==> src/dircc_consts.svh <==
`ifndef DIRCC_CONSTS_SVH
`define DIRCC_CONSTS_SVH

// stream beat geometry
`define DIRCC_BEAT_WIDTH 32
`define DIRCC_EMPTY_WIDTH 2
`define DIRCC_BEATS_PER_PACKET 8

// node address fields carried in the second address beat
`define DIRCC_SW_ADDR_WIDTH 16
`define DIRCC_PORT_WIDTH 7

// five header beats, the rest are payload
`define DIRCC_DATA_WIDTH ((`DIRCC_BEATS_PER_PACKET - 5) * `DIRCC_BEAT_WIDTH)

`define DIRCC_IN_FIFO_DEPTH 8
`define DIRCC_OUT_FIFO_DEPTH 4

`define DIRCC_BROADCAST_HW_ADDR 32'hffff_ffff

// register port and counters
`define DIRCC_REG_WIDTH 32
`define DIRCC_COUNT_WIDTH 16

`endif

==> src/dircc_types_pkg.sv <==
`include "dircc_consts.svh"

package dircc_types_pkg;

  typedef struct packed {
    logic [`DIRCC_BEAT_WIDTH-1:0]    hw_addr;
    logic [`DIRCC_SW_ADDR_WIDTH-1:0] sw_addr;
    logic [`DIRCC_PORT_WIDTH-1:0]    port;
    logic                            flag;
  } address_t; // 56 bits

  typedef struct packed {
    address_t                        dest_addr;
    address_t                        src_addr;
    logic [`DIRCC_BEAT_WIDTH-1:0]    lamport;
    logic [`DIRCC_DATA_WIDTH-1:0]    data;
  } packet_t; // 240 bits

endpackage : dircc_types_pkg

==> src/dircc_stream_pkg.sv <==
`include "dircc_consts.svh"

package dircc_stream_pkg;

  typedef struct packed {
    logic [`DIRCC_BEAT_WIDTH-1:0]  data;
    logic [`DIRCC_EMPTY_WIDTH-1:0] empty;
    logic                          sop;
    logic                          eop;
  } beat_t;

  typedef enum logic [1:0] {
    REG_OWN_ADDR  = 2'd0, // rw
    REG_CONTROL   = 2'd1, // bit 0 enable, bit 1 accept broadcast
    REG_DELIVERED = 2'd2, // ro
    REG_ERRORS    = 2'd3  // framing hi, dropped lo, write clears
  } reg_addr_t;

endpackage : dircc_stream_pkg

==> src/dircc_rx_status_if.sv <==
`timescale 1ns/1ns
`include "dircc_consts.svh"

interface dircc_rx_status_if;

  logic [`DIRCC_BEAT_WIDTH-1:0] own_hw_addr;
  logic                         enable;
  logic                         accept_bcast;

  logic                         packet_done;   // record assembled
  logic                         framing_error; // bad sop/eop seen
  logic                         delivered;     // pushed to output fifo
  logic                         dropped;       // filtered or no room

  modport regs (
    output own_hw_addr,
    output enable,
    output accept_bcast,
    input  packet_done,
    input  framing_error,
    input  delivered,
    input  dropped
  );

  modport datapath (
    input  own_hw_addr,
    input  enable,
    input  accept_bcast,
    output packet_done,
    output framing_error,
    output delivered,
    output dropped
  );

endinterface : dircc_rx_status_if

==> src/dircc_sync_fifo.sv <==
`timescale 1ns/1ns

module dircc_sync_fifo #(
  parameter type payload_t = logic,
  parameter int  DEPTH     = 4
) (
  input  logic     clk,
  input  logic     reset_n,
  input  payload_t in_payload,
  input  logic     in_valid,
  output logic     in_ready,
  output payload_t out_payload,
  output logic     out_valid,
  input  logic     out_ready
);

  localparam int PTR_WIDTH   = (DEPTH > 1) ? $clog2(DEPTH) : 1;
  localparam int COUNT_WIDTH = $clog2(DEPTH + 1);

  payload_t               mem [DEPTH];
  logic [PTR_WIDTH-1:0]   wr_ptr;
  logic [PTR_WIDTH-1:0]   rd_ptr;
  logic [COUNT_WIDTH-1:0] count;
  logic [COUNT_WIDTH-1:0] count_next;
  logic                   push;
  logic                   pop;

  assign push        = in_valid && in_ready;
  assign pop         = out_valid && out_ready;
  assign out_valid   = (count != '0);
  assign out_payload = mem[rd_ptr]; // show-ahead read

  always_comb begin
    count_next = count;
    if (push && !pop) begin
      count_next = count + 1'b1;
    end else if (pop && !push) begin
      count_next = count - 1'b1;
    end
  end

  always_ff @(posedge clk) begin
    if (push) begin
      mem[wr_ptr] <= in_payload;
    end
  end

  always_ff @(posedge clk or negedge reset_n) begin
    if (!reset_n) begin
      wr_ptr   <= '0;
      rd_ptr   <= '0;
      count    <= '0;
      in_ready <= 1'b0; // held low through reset
    end else begin
      if (push) begin
        wr_ptr <= (wr_ptr == PTR_WIDTH'(DEPTH - 1)) ? '0 : wr_ptr + 1'b1;
      end
      if (pop) begin
        rd_ptr <= (rd_ptr == PTR_WIDTH'(DEPTH - 1)) ? '0 : rd_ptr + 1'b1;
      end
      count    <= count_next;
      in_ready <= (count_next != COUNT_WIDTH'(DEPTH));
    end
  end

endmodule : dircc_sync_fifo

==> src/dircc_packet_receiver.sv <==
`timescale 1ns/1ns
`include "dircc_consts.svh"

module dircc_packet_receiver (
  input  logic                     clk,
  input  logic                     reset_n,
  input  dircc_stream_pkg::beat_t  beat,
  input  logic                     beat_valid,
  output logic                     beat_ready,
  output dircc_types_pkg::packet_t pkt,
  output logic                     pkt_valid,
  dircc_rx_status_if.datapath      status
);

  localparam int W = `DIRCC_BEAT_WIDTH;

  typedef enum logic [3:0] {
    DEST_ADDR0,
    DEST_ADDR1,
    SRC_ADDR0,
    SRC_ADDR1,
    LAMPORT,
    DATA0,
    DATA1,
    DATA2,
    DISCARD
  } state_t;

  state_t                   state;
  dircc_types_pkg::packet_t temp_pkt;
  logic                     accept;

  assign beat_ready         = !pkt_valid; // one idle cycle per packet
  assign accept             = beat_valid && beat_ready;
  assign status.packet_done = pkt_valid;

  // field capture
  always_ff @(posedge clk) begin
    if (accept) begin
      case (state)
        DEST_ADDR0: temp_pkt.dest_addr.hw_addr <= beat.data;
        DEST_ADDR1: begin
          {temp_pkt.dest_addr.sw_addr, temp_pkt.dest_addr.port,
           temp_pkt.dest_addr.flag} <= beat.data[W-1:8];
        end
        SRC_ADDR0:  temp_pkt.src_addr.hw_addr <= beat.data;
        SRC_ADDR1: begin
          {temp_pkt.src_addr.sw_addr, temp_pkt.src_addr.port,
           temp_pkt.src_addr.flag} <= beat.data[W-1:8];
        end
        LAMPORT:    temp_pkt.lamport <= beat.data;
        DATA0:      temp_pkt.data[0 +: W] <= beat.data;
        DATA1:      temp_pkt.data[W +: W] <= beat.data;
        DATA2: begin
          pkt                <= temp_pkt;
          pkt.data[2*W +: W] <= beat.data; // last beat straight into output
        end
        default: ;
      endcase
    end
  end

  always_ff @(posedge clk or negedge reset_n) begin
    if (!reset_n) begin
      state                <= DEST_ADDR0;
      pkt_valid            <= 1'b0;
      status.framing_error <= 1'b0;
    end else begin
      pkt_valid            <= 1'b0;
      status.framing_error <= 1'b0;
      if (accept) begin
        case (state)
          DEST_ADDR0: begin
            if (!beat.sop || beat.eop) begin
              status.framing_error <= 1'b1;
              state <= beat.eop ? DEST_ADDR0 : DISCARD; // eop already ends it
            end else begin
              state <= DEST_ADDR1;
            end
          end
          DATA2: begin
            if (beat.eop) begin
              pkt_valid <= 1'b1;
              state     <= DEST_ADDR0;
            end else begin
              status.framing_error <= 1'b1; // missing eop
              state <= DISCARD;
            end
          end
          DISCARD: begin
            if (beat.eop) begin
              state <= DEST_ADDR0;
            end
          end
          default: begin
            if (beat.eop) begin
              status.framing_error <= 1'b1; // early eop
              state <= DEST_ADDR0;
            end else begin
              state <= state_t'(state + 1'b1);
            end
          end
        endcase
      end
    end
  end

endmodule : dircc_packet_receiver

==> src/dircc_address_filter.sv <==
`timescale 1ns/1ns
`include "dircc_consts.svh"

module dircc_address_filter (
  input  logic                     clk,
  input  logic                     reset_n,
  input  dircc_types_pkg::packet_t pkt,
  input  logic                     pkt_valid,
  output dircc_types_pkg::packet_t push_packet,
  output logic                     push_valid,
  input  logic                     push_ready,
  dircc_rx_status_if.datapath      status
);

  logic own_match;
  logic bcast_match;
  logic keep;

  assign own_match   = (pkt.dest_addr.hw_addr == status.own_hw_addr);
  assign bcast_match = status.accept_bcast &&
                       (pkt.dest_addr.hw_addr == `DIRCC_BROADCAST_HW_ADDR);

  // no room means drop, the receiver is never stalled
  assign keep = status.enable && (own_match || bcast_match) && push_ready;

  assign status.delivered = push_valid;

  always_ff @(posedge clk) begin
    if (pkt_valid) begin
      push_packet <= pkt;
    end
  end

  always_ff @(posedge clk or negedge reset_n) begin
    if (!reset_n) begin
      push_valid     <= 1'b0;
      status.dropped <= 1'b0;
    end else begin
      push_valid     <= pkt_valid && keep;
      status.dropped <= pkt_valid && !keep;
    end
  end

endmodule : dircc_address_filter

==> src/dircc_receive_regs.sv <==
`timescale 1ns/1ns
`include "dircc_consts.svh"

module dircc_receive_regs (
  input  logic                        clk,
  input  logic                        reset_n,
  input  logic                        cfg_req,
  input  logic                        cfg_write,
  input  dircc_stream_pkg::reg_addr_t cfg_addr,
  input  logic [`DIRCC_REG_WIDTH-1:0] cfg_wdata,
  output logic [`DIRCC_REG_WIDTH-1:0] cfg_rdata,
  output logic                        cfg_ack,
  dircc_rx_status_if.regs             status
);

  localparam int CW = `DIRCC_COUNT_WIDTH;

  logic [`DIRCC_BEAT_WIDTH-1:0] own_hw_addr;
  logic                         enable;
  logic                         accept_bcast;
  logic [`DIRCC_REG_WIDTH-1:0]  delivered_count;
  logic [CW-1:0]                framing_count;
  logic [CW-1:0]                dropped_count;
  logic                         pending;
  logic                         counter_access;
  logic                         access;
  logic                         clear_errors;

  assign status.own_hw_addr  = own_hw_addr;
  assign status.enable       = enable;
  assign status.accept_bcast = accept_bcast;

  // a counter access waits while a packet outcome is still on its way
  assign counter_access = (cfg_addr == dircc_stream_pkg::REG_DELIVERED) ||
                          (cfg_addr == dircc_stream_pkg::REG_ERRORS);
  assign access = cfg_req && !cfg_ack &&
                  !(counter_access && (pending || status.packet_done));
  assign clear_errors = access && cfg_write && (cfg_addr == dircc_stream_pkg::REG_ERRORS);

  always_ff @(posedge clk or negedge reset_n) begin
    if (!reset_n) begin
      cfg_ack      <= 1'b0;
      cfg_rdata    <= '0;
      own_hw_addr  <= '0;
      enable       <= 1'b0;
      accept_bcast <= 1'b0;
      pending      <= 1'b0;
    end else begin
      if (status.packet_done) begin
        pending <= 1'b1;
      end else if (status.delivered || status.dropped) begin
        pending <= 1'b0;
      end
      if (!cfg_req) begin
        cfg_ack <= 1'b0; // four-phase return to idle
      end else if (access) begin
        cfg_ack <= 1'b1;
        if (cfg_write) begin
          case (cfg_addr)
            dircc_stream_pkg::REG_OWN_ADDR: own_hw_addr <= cfg_wdata;
            dircc_stream_pkg::REG_CONTROL:  {accept_bcast, enable} <= cfg_wdata[1:0];
            default: ;
          endcase
        end
        case (cfg_addr)
          dircc_stream_pkg::REG_OWN_ADDR:  cfg_rdata <= own_hw_addr;
          dircc_stream_pkg::REG_CONTROL:   cfg_rdata <= {30'd0, accept_bcast, enable};
          dircc_stream_pkg::REG_DELIVERED: cfg_rdata <= delivered_count;
          default:                         cfg_rdata <= {framing_count, dropped_count};
        endcase
      end
    end
  end

  // saturating event counters
  always_ff @(posedge clk or negedge reset_n) begin
    if (!reset_n) begin
      delivered_count <= '0;
      framing_count   <= '0;
      dropped_count   <= '0;
    end else begin
      if (status.delivered && (delivered_count != '1)) begin
        delivered_count <= delivered_count + 1'b1;
      end
      if (clear_errors) begin
        framing_count <= '0;
        dropped_count <= '0;
      end else begin
        if (status.framing_error && (framing_count != '1)) begin
          framing_count <= framing_count + 1'b1;
        end
        if (status.dropped && (dropped_count != '1)) begin
          dropped_count <= dropped_count + 1'b1;
        end
      end
    end
  end

endmodule : dircc_receive_regs

==> src/dircc_receive_top.sv <==
`timescale 1ns/1ns
`include "dircc_consts.svh"

module dircc_receive_top (
  input  logic                          clk,
  input  logic                          reset_n,
  input  logic [`DIRCC_BEAT_WIDTH-1:0]  in_data,
  input  logic [`DIRCC_EMPTY_WIDTH-1:0] in_empty,
  input  logic                          in_sop,
  input  logic                          in_eop,
  input  logic                          in_valid,
  output logic                          in_ready,
  output dircc_types_pkg::packet_t      out_packet,
  output logic                          out_valid,
  input  logic                          out_ready,
  input  logic                          cfg_req,
  input  logic                          cfg_write,
  input  dircc_stream_pkg::reg_addr_t   cfg_addr,
  input  logic [`DIRCC_REG_WIDTH-1:0]   cfg_wdata,
  output logic [`DIRCC_REG_WIDTH-1:0]   cfg_rdata,
  output logic                          cfg_ack
);

  dircc_stream_pkg::beat_t  in_beat;
  dircc_stream_pkg::beat_t  rx_beat;
  logic                     rx_beat_valid;
  logic                     rx_beat_ready;
  dircc_types_pkg::packet_t rx_pkt;
  logic                     rx_pkt_valid;
  dircc_types_pkg::packet_t push_packet;
  logic                     push_valid;
  logic                     push_ready;

  dircc_rx_status_if status_if ();

  assign in_beat = '{data: in_data, empty: in_empty, sop: in_sop, eop: in_eop};

  dircc_sync_fifo #(
    .payload_t (dircc_stream_pkg::beat_t),
    .DEPTH     (`DIRCC_IN_FIFO_DEPTH)
  ) i_in_fifo (
    .clk         (clk),
    .reset_n     (reset_n),
    .in_payload  (in_beat),
    .in_valid    (in_valid),
    .in_ready    (in_ready),
    .out_payload (rx_beat),
    .out_valid   (rx_beat_valid),
    .out_ready   (rx_beat_ready)
  );

  dircc_packet_receiver i_receiver (
    .clk        (clk),
    .reset_n    (reset_n),
    .beat       (rx_beat),
    .beat_valid (rx_beat_valid),
    .beat_ready (rx_beat_ready),
    .pkt        (rx_pkt),
    .pkt_valid  (rx_pkt_valid),
    .status     (status_if)
  );

  dircc_address_filter i_filter (
    .clk         (clk),
    .reset_n     (reset_n),
    .pkt         (rx_pkt),
    .pkt_valid   (rx_pkt_valid),
    .push_packet (push_packet),
    .push_valid  (push_valid),
    .push_ready  (push_ready),
    .status      (status_if)
  );

  dircc_sync_fifo #(
    .payload_t (dircc_types_pkg::packet_t),
    .DEPTH     (`DIRCC_OUT_FIFO_DEPTH)
  ) i_out_fifo (
    .clk         (clk),
    .reset_n     (reset_n),
    .in_payload  (push_packet),
    .in_valid    (push_valid),
    .in_ready    (push_ready),
    .out_payload (out_packet),
    .out_valid   (out_valid),
    .out_ready   (out_ready)
  );

  dircc_receive_regs i_regs (
    .clk       (clk),
    .reset_n   (reset_n),
    .cfg_req   (cfg_req),
    .cfg_write (cfg_write),
    .cfg_addr  (cfg_addr),
    .cfg_wdata (cfg_wdata),
    .cfg_rdata (cfg_rdata),
    .cfg_ack   (cfg_ack),
    .status    (status_if)
  );

endmodule : dircc_receive_top

==> config.mk <==
export PLATFORM = sky130hd
export DESIGN_NAME = dircc_receive_top
export DESIGN_NICKNAME = d
export VERILOG_FILES = /design/src/dircc_types_pkg.sv /design/src/dircc_stream_pkg.sv /design/src/dircc_rx_status_if.sv /design/src/dircc_sync_fifo.sv /design/src/dircc_packet_receiver.sv /design/src/dircc_address_filter.sv /design/src/dircc_receive_regs.sv /design/src/dircc_receive_top.sv
export VERILOG_INCLUDE_DIRS = /design/src
export SDC_FILE = /design/constraint.sdc
export NUM_CORES = 2
export LEC_CHECK = 0
export ABC_AREA = 1
export BUFFER_PORTS_ARGS = -buffer_cell sky130_fd_sc_hd__buf_2
export CELL_PAD_IN_SITES_DETAIL_PLACEMENT = 0
export CELL_PAD_IN_SITES_GLOBAL_PLACEMENT = 1
export CORE_AREA = 2 2 360 398
export CTS_BUF_LIST = sky130_fd_sc_hd__clkbuf_2 sky130_fd_sc_hd__clkbuf_4 sky130_fd_sc_hd__clkbuf_8
export CTS_CLUSTER_SIZE = 16
export DETAILED_ROUTE_END_ITERATION = 10
export DIE_AREA = 0 0 362 400
export PLACE_DENSITY_LB_ADDON = 0.15
export SYNTH_ARGS = -nofsm -noshare
export SYNTH_HDL_FRONTEND = slang
export SYNTH_SLANG_ARGS = --single-unit
==> constraint.sdc <==
create_clock -name clk -period 21.2 [get_ports clk]
set_input_delay 4.24 -clock clk [delete_from_list [all_inputs] [get_ports clk]]
set_output_delay 4.24 -clock clk [all_outputs]
set_load 0.05 [all_outputs]
### Yosys cells after proc, flatten, opt, wreduce, memory -nomap -nowiden

Memory sizes are Yosys's and may differ from the RTL's.
Index checks and enable logic that the tools add are counted.

| word-level totals | value |
|---|---|
| flip-flop bits (word level) | 847 |
| RAM bits | 1248 |
| bits of input ports | 76 |
| output and inout port bits | 275 |
| logic and storage cells | 178 |
| memories | 2 |

| cells by class | value |
|---|---|
| $add $sub $neg | 12 |
| equal/unequal tests | 24 |
| mux-type cells | 33 |
| reduce and logical (&&, ||, !) cells | 54 |

Memories:

| memory | words | bits a word | rd ports | clocked after memory_dff | write ports | RTL line | text |
|---|---|---|---|---|---|---|---|
| i_out_fifo.mem | 4 | 240 | 1 | 0 | 1 | dircc_sync_fifo.sv:20 | `payload_t mem [DEPTH];` |
| i_in_fifo.mem | 8 | 36 | 1 | 0 | 1 | dircc_sync_fifo.sv:20 |  |

Operator list:

| cell | number |
|---|---|
| $pmux 32 s3 | 1 |
| $mux 16 | 4 |
| $add 16x1->16 const B | 2 |
| $add 32x1->32 const B | 1 |
| $eq 32x32->1 | 1 |
| $eq 32x32->1 const B | 1 |
| $ne 16x16->1 const B | 2 |
| $ne 32x32->1 const B | 1 |
| $mux 4 | 6 |
| $logic_and 1x1->1 | 21 |
| $reduce_and 2->1 | 10 |
| $eq 4x3->1 const B | 4 |
| $mux 1 | 14 |
| $mux 3 | 4 |
| $pmux 4 s3 | 1 |
| $add 3x1->3 const B | 3 |
| $logic_not 1->1 | 9 |
| $add 4x1->4 const B | 2 |
| $eq 2x2->1 const B | 4 |
| $eq 4x2->1 const B | 2 |
| $reduce_and 4->1 | 2 |
| $eq 3x3->1 const B | 2 |
| $reduce_bool 2->1 | 3 |
| $logic_or 1x1->1 | 5 |
| other kinds (15) | 18 |

### Depth between registers and ports, before layout

| depth | value |
|---|---|
| depth after elaboration | 8 |
| depth in mapped cells | 12 |
| depth with buffers taken out | 11 |

### Worst setup path before layout

No wires, ideal clock.

| timing path | value |
|---|---|
| path type | reg-to-reg |
| from | register i_receiver.pkt_valid |
| to | register, netlist name i_receiver.pkt[0] |
| library setup time | 0.846 ns |
| data arrival time | 14.356 ns |
| data required time | 20.354 ns |
| setup slack | 5.998 ns |
| cell stages (with the launch flop) | 5 |
| path buffers | 1 |
| period minus slack after synthesis | 15.202 ns |
| cells stage by stage | dfrtp_1 -> inv_1 -> nand2_1 -> clkbuf_1 -> nor2_1 |

| between the ends | value |
|---|---|
| cells in the longest elaborated chain, start to end | 3 |

Ends and longest elaborated chain:

| item | RTL line | text |
|---|---|---|
| start: declaration | dircc_packet_receiver.sv:11 | `output logic pkt_valid,` |
| start signal: assignment | dircc_packet_receiver.sv:66 | `pkt_valid <= 1'b0;` |
| start signal: assignment | dircc_packet_receiver.sv:69 | `pkt_valid <= 1'b0;` |
| start signal: assignment | dircc_packet_receiver.sv:83 | `pkt_valid <= 1'b1;` |
| $logic_not 1->1 | dircc_packet_receiver.sv:33 | `assign beat_ready = !pkt_valid;` |
| $logic_and 1x1->1 | dircc_packet_receiver.sv:34 | `assign accept = beat_valid && beat_ready;` |
| $reduce_and 2->1 (no line) | n/a |  |

No other way between the ends.
A chain may end at the register's enable or synchronous reset.

==> summary.txt <==
Clock tree
  – CTS sink count: 2079
  – Inserted Clock Buffers: 328
  – CTS tree: built
  – Clock slew at reported path FFs: 0.06 ns
  – Maximum root-to-sink buffer count: 4
  – Post-CTS Setup Bufs: 0
  – H-tree Lvls: 5
  – PostCTS Resize Cnt: 0
  – # hold bufs at CTS: 0
  – Clock Tree Root: clkbuf_8
  – Clk_lat worst skew: 1.00 ns

Floorplan
  – Starting Density: 53.65%
  – Core area: 141000 µm²
  – Vert. Die Dim: 400 µm
  – Io pins: 351
  – Die width: 362 µm
  – Row count: 145
  – Die area: 144800 µm²

Pwr
  – Design Power: 12.13 mW
  – Sw Ratio: 39.77%
  – Peak supply drop: 136.2 µV
  – Power per standard cell area: 141.4 nW/µm²
  – Clock power share: 25.8%
  – Seq pwr share: 41.0%
  – Total internal power: 7.304 mW
  – Combinational share of power: 33.2%
  – P_leak: 29.03 nW
  – Switching component of the power: 4.823 mW

Routing
  – Detailed-route wire length per cell: 23.75 µm
  – DRC: 0
  – DRT Wirelength: 180300 µm
  – DR pass1 iterations: 6
  – Vias/cell: 5.588
  – Via count: 42430
  – Routed Antenna Nets: 0
  – Iteration-0 DRC Markers: 4151

Logic synthesis
  – Cells after Synth: 5034
  – Register area share after synthesis: 81.50%
  – Asr flop ratio synth: 7.648%
  – Top FF cell, synth: edfxtp_1
  – Post-Synthesis Cell Area: 75630 µm²
  – Mean Syn Cell Area: 15.02 µm²
  – Number of synthesized register bits: 2079
  – Post-synth EDFFs: 1920
  – Post-synthesis cell type count: 46
  – Yosys warning count: 0
  – Synthesized Nets: 5131

Global route
  – Total GRT Usage: 24.81%
  – Vias in the first global route: 41040
  – Initial antenna violation count: 30
  – First-pass GRT wire length: 262000 µm
  – GRT overflow: 0
  – Largest net degree at the start of global routing: 247

Timing
  – Fin. Hold Viols: 0
  – Setup WS post-layout: 12.15 ns
  – Slew HR: 17.27%
  – Setup Viol. Count Final: 0
  – Setup TNS: 0 ns
  – Final Critical Period: 9.052 ns
  – Clock skew: 0.06209 ns
  – Max Transition Viols Final: 0
  – F_max: 110.5 MHz
  – Tcrit/Tclk final: 42.70%
  – Slew @ Worst Pin: 1.241 ns
  – RSZ-0062 raised after global routing: false

Setup path
  – Startpoint Class: flop
  – Crit path capture type: output pin
  – CP Data Required Time: 16.96 ns
  – Critical path class: reg2out
  – Crit path DAT: 4.81 ns
  – Crit Path Max Fanout: 211

Finish
  – Area growth from synthesis to layout: 13.42%
  – Fin util: 60.85%
  – Layout Cells excl Fill: 7593
  – Nets@finish: 5625
  – Share of post-route cells with drive strength above 1: 17.37%

Min path
  – Min-Delay Path Class: reg2reg

Status
  – Outcome: finished clean

Placement
  – Placed Cells: 7035
  – DP HPWL: 98460 µm
  – PortBufs: 348
  – RePlAce Congestion: 0.8708
  – Pre-CTS setup slack: 13.03 ns

Flow run
  – Max Cap Viol: 0
-- registers in the layout, indices dropped and copies added, names as in the netlist, 2 cells and up --
signal and count:
i_regs.framing_count 16, i_regs.delivered_count 32, i_out_fifo.wr_ptr 2, i_receiver.temp_pkt 208, i_out_fifo.count 3, i_in_fifo.mem 272, i_regs.cfg_rdata 32, i_receiver.state 4
i_out_fifo.rd_ptr 2, i_regs.status.own_hw_addr 32, i_out_fifo.mem 960, i_in_fifo.wr_ptr 3, i_in_fifo.count 4, i_in_fifo.rd_ptr 3, i_filter.push_packet 240, i_regs.dropped_count 16
i_receiver.pkt 240
-- synth_stat cells (all sizes together), types with 4 or more instances --
cell	number	area share [%]
xor2	35	0.41
nand2	390	2.0
a31oi	32	0.26
edfxtp	1920	76
clkbuf	195	0.97
inv	175	0.87
nor2	819	4.1
ha	21	0.35
xnor2	29	0.34
o22ai	284	2.3
dfrtp	159	5.3
nor3	46	0.33
o31ai	6	0.060
nand4	23	0.19
a221oi	5	0.058
buf	47	0.38
a21oi	38	0.26
o21ai	731	5.0
a41oi	4	0.046
nand3	62	0.42
-- final timing paths --
kind                                     startpoint                       end  slack, ns  cells past startpoint
max                            i_out_fifo.rd_ptr[0]           out_packet[155]      12.15                      5
min                        i_receiver.temp_pkt[166]       i_receiver.pkt[166]       0.39                      0
max reg2reg                     i_in_fifo.rd_ptr[0]  i_receiver.temp_pkt[123]      17.29                      6
min reg2reg                i_receiver.temp_pkt[166]       i_receiver.pkt[166]       0.39                      0
max in group asynchronous                   reset_n      i_receiver.pkt_valid      16.09                      3
min in group asynchronous                   reset_n  i_regs.dropped_count[11]       3.22                      1
-- cell type report --
| cell class | instances | area, µm² |
|---|---|---|
| inverters | 177 | 681.9 |
| fillers | 10610 | 55200 |
| multi-input cells | 2536 | 12840 |
| clock buffers | 439 | 5441 |
| diodes | 11 | 27.53 |
| well taps | 1837 | 2298 |
| clock inverters | 108 | 560.5 |
| repair buffers | 406 | 2271 |
| flip-flops and latches | 2079 | 61650 |
-- power groups by stage --
| stage | Combinational [mW] | Clock (mW) | Sequential (mW) |
|---|---|---|---|
| finish | 4.02 | 3.13 | 4.97 |
| CTS | 4.10 | 3.21 | 4.97 |
| global placement | 4.06 | 0 | 5.05 |
| floorplan | 2.51 | 0 | 5.00 |
| detailed placement | 4.10 | 0 | 5.06 |
| global route | 4.27 | 3.39 | 4.99 |
-- worst max-delay path, cell delays in order (launching register included) --
cell     delay, ns
dfrtp_4       1.11
buf_12        0.69
buf_4         0.86
o21ai_0       0.23
o22ai_1       0.47
buf_2         0.36
-- routing by layer --
layer	global-route usage (%)	routed length (µm)	up-vias
li1	-	-	19540
met1	33.79	74780	21190
met2	41.31	89030	1435
met3	4.439	12320	249
met4	7.329	4071	16
met5	0	103	-
-- logic make-up after synthesis --
family / share of synthesized area, %
flip-flops: 81.50
XOR/XNOR: 0.7412
AND/OR/NAND/NOR: 7.081
adder cells (fa/ha/maj): 0.3474
buffers and inverters: 2.229
AO/OA/AOI/OAI: 8.102
-- placed cells by master (no fill, tap or decap), types with 6 or more instances in the layout --
cell	instances
a21oi_1	36
inv_1	164
dfrtp_1	154
edfxtp_1	1920
buf_12	7
nor3_1	35
o21ai_2	37
nand3_1	60
clkbuf_4	96
clkbuf_8	343
diode_2	11
clkinv_1	81
ha_1	21
nand4_1	23
buf_4	51
xor2_1	35
clkinv_2	22
o31ai_1	6
nand2_1	387
a31oi_4	24
nor2_1	800
nor3_2	11
a31oi_2	7
buf_2	347
nor2_4	14
xnor2_1	29
o22ai_1	284
inv_2	6
o21ai_0	691
-- metrics by stage --
stage / hold WS [ns] / instance area (µm²)
6_report: 0.3874 / 85770
5_1_grt: 0.3946 / 85750
4_1_cts: 0.3892 / 85740
3_5_place_dp: 0.4045 / 79740
3_3_place_gp: 0.4000 / 79740
2_1_floorplan: 0.4003 / 75630
Power figures use the tool's default switching activity.
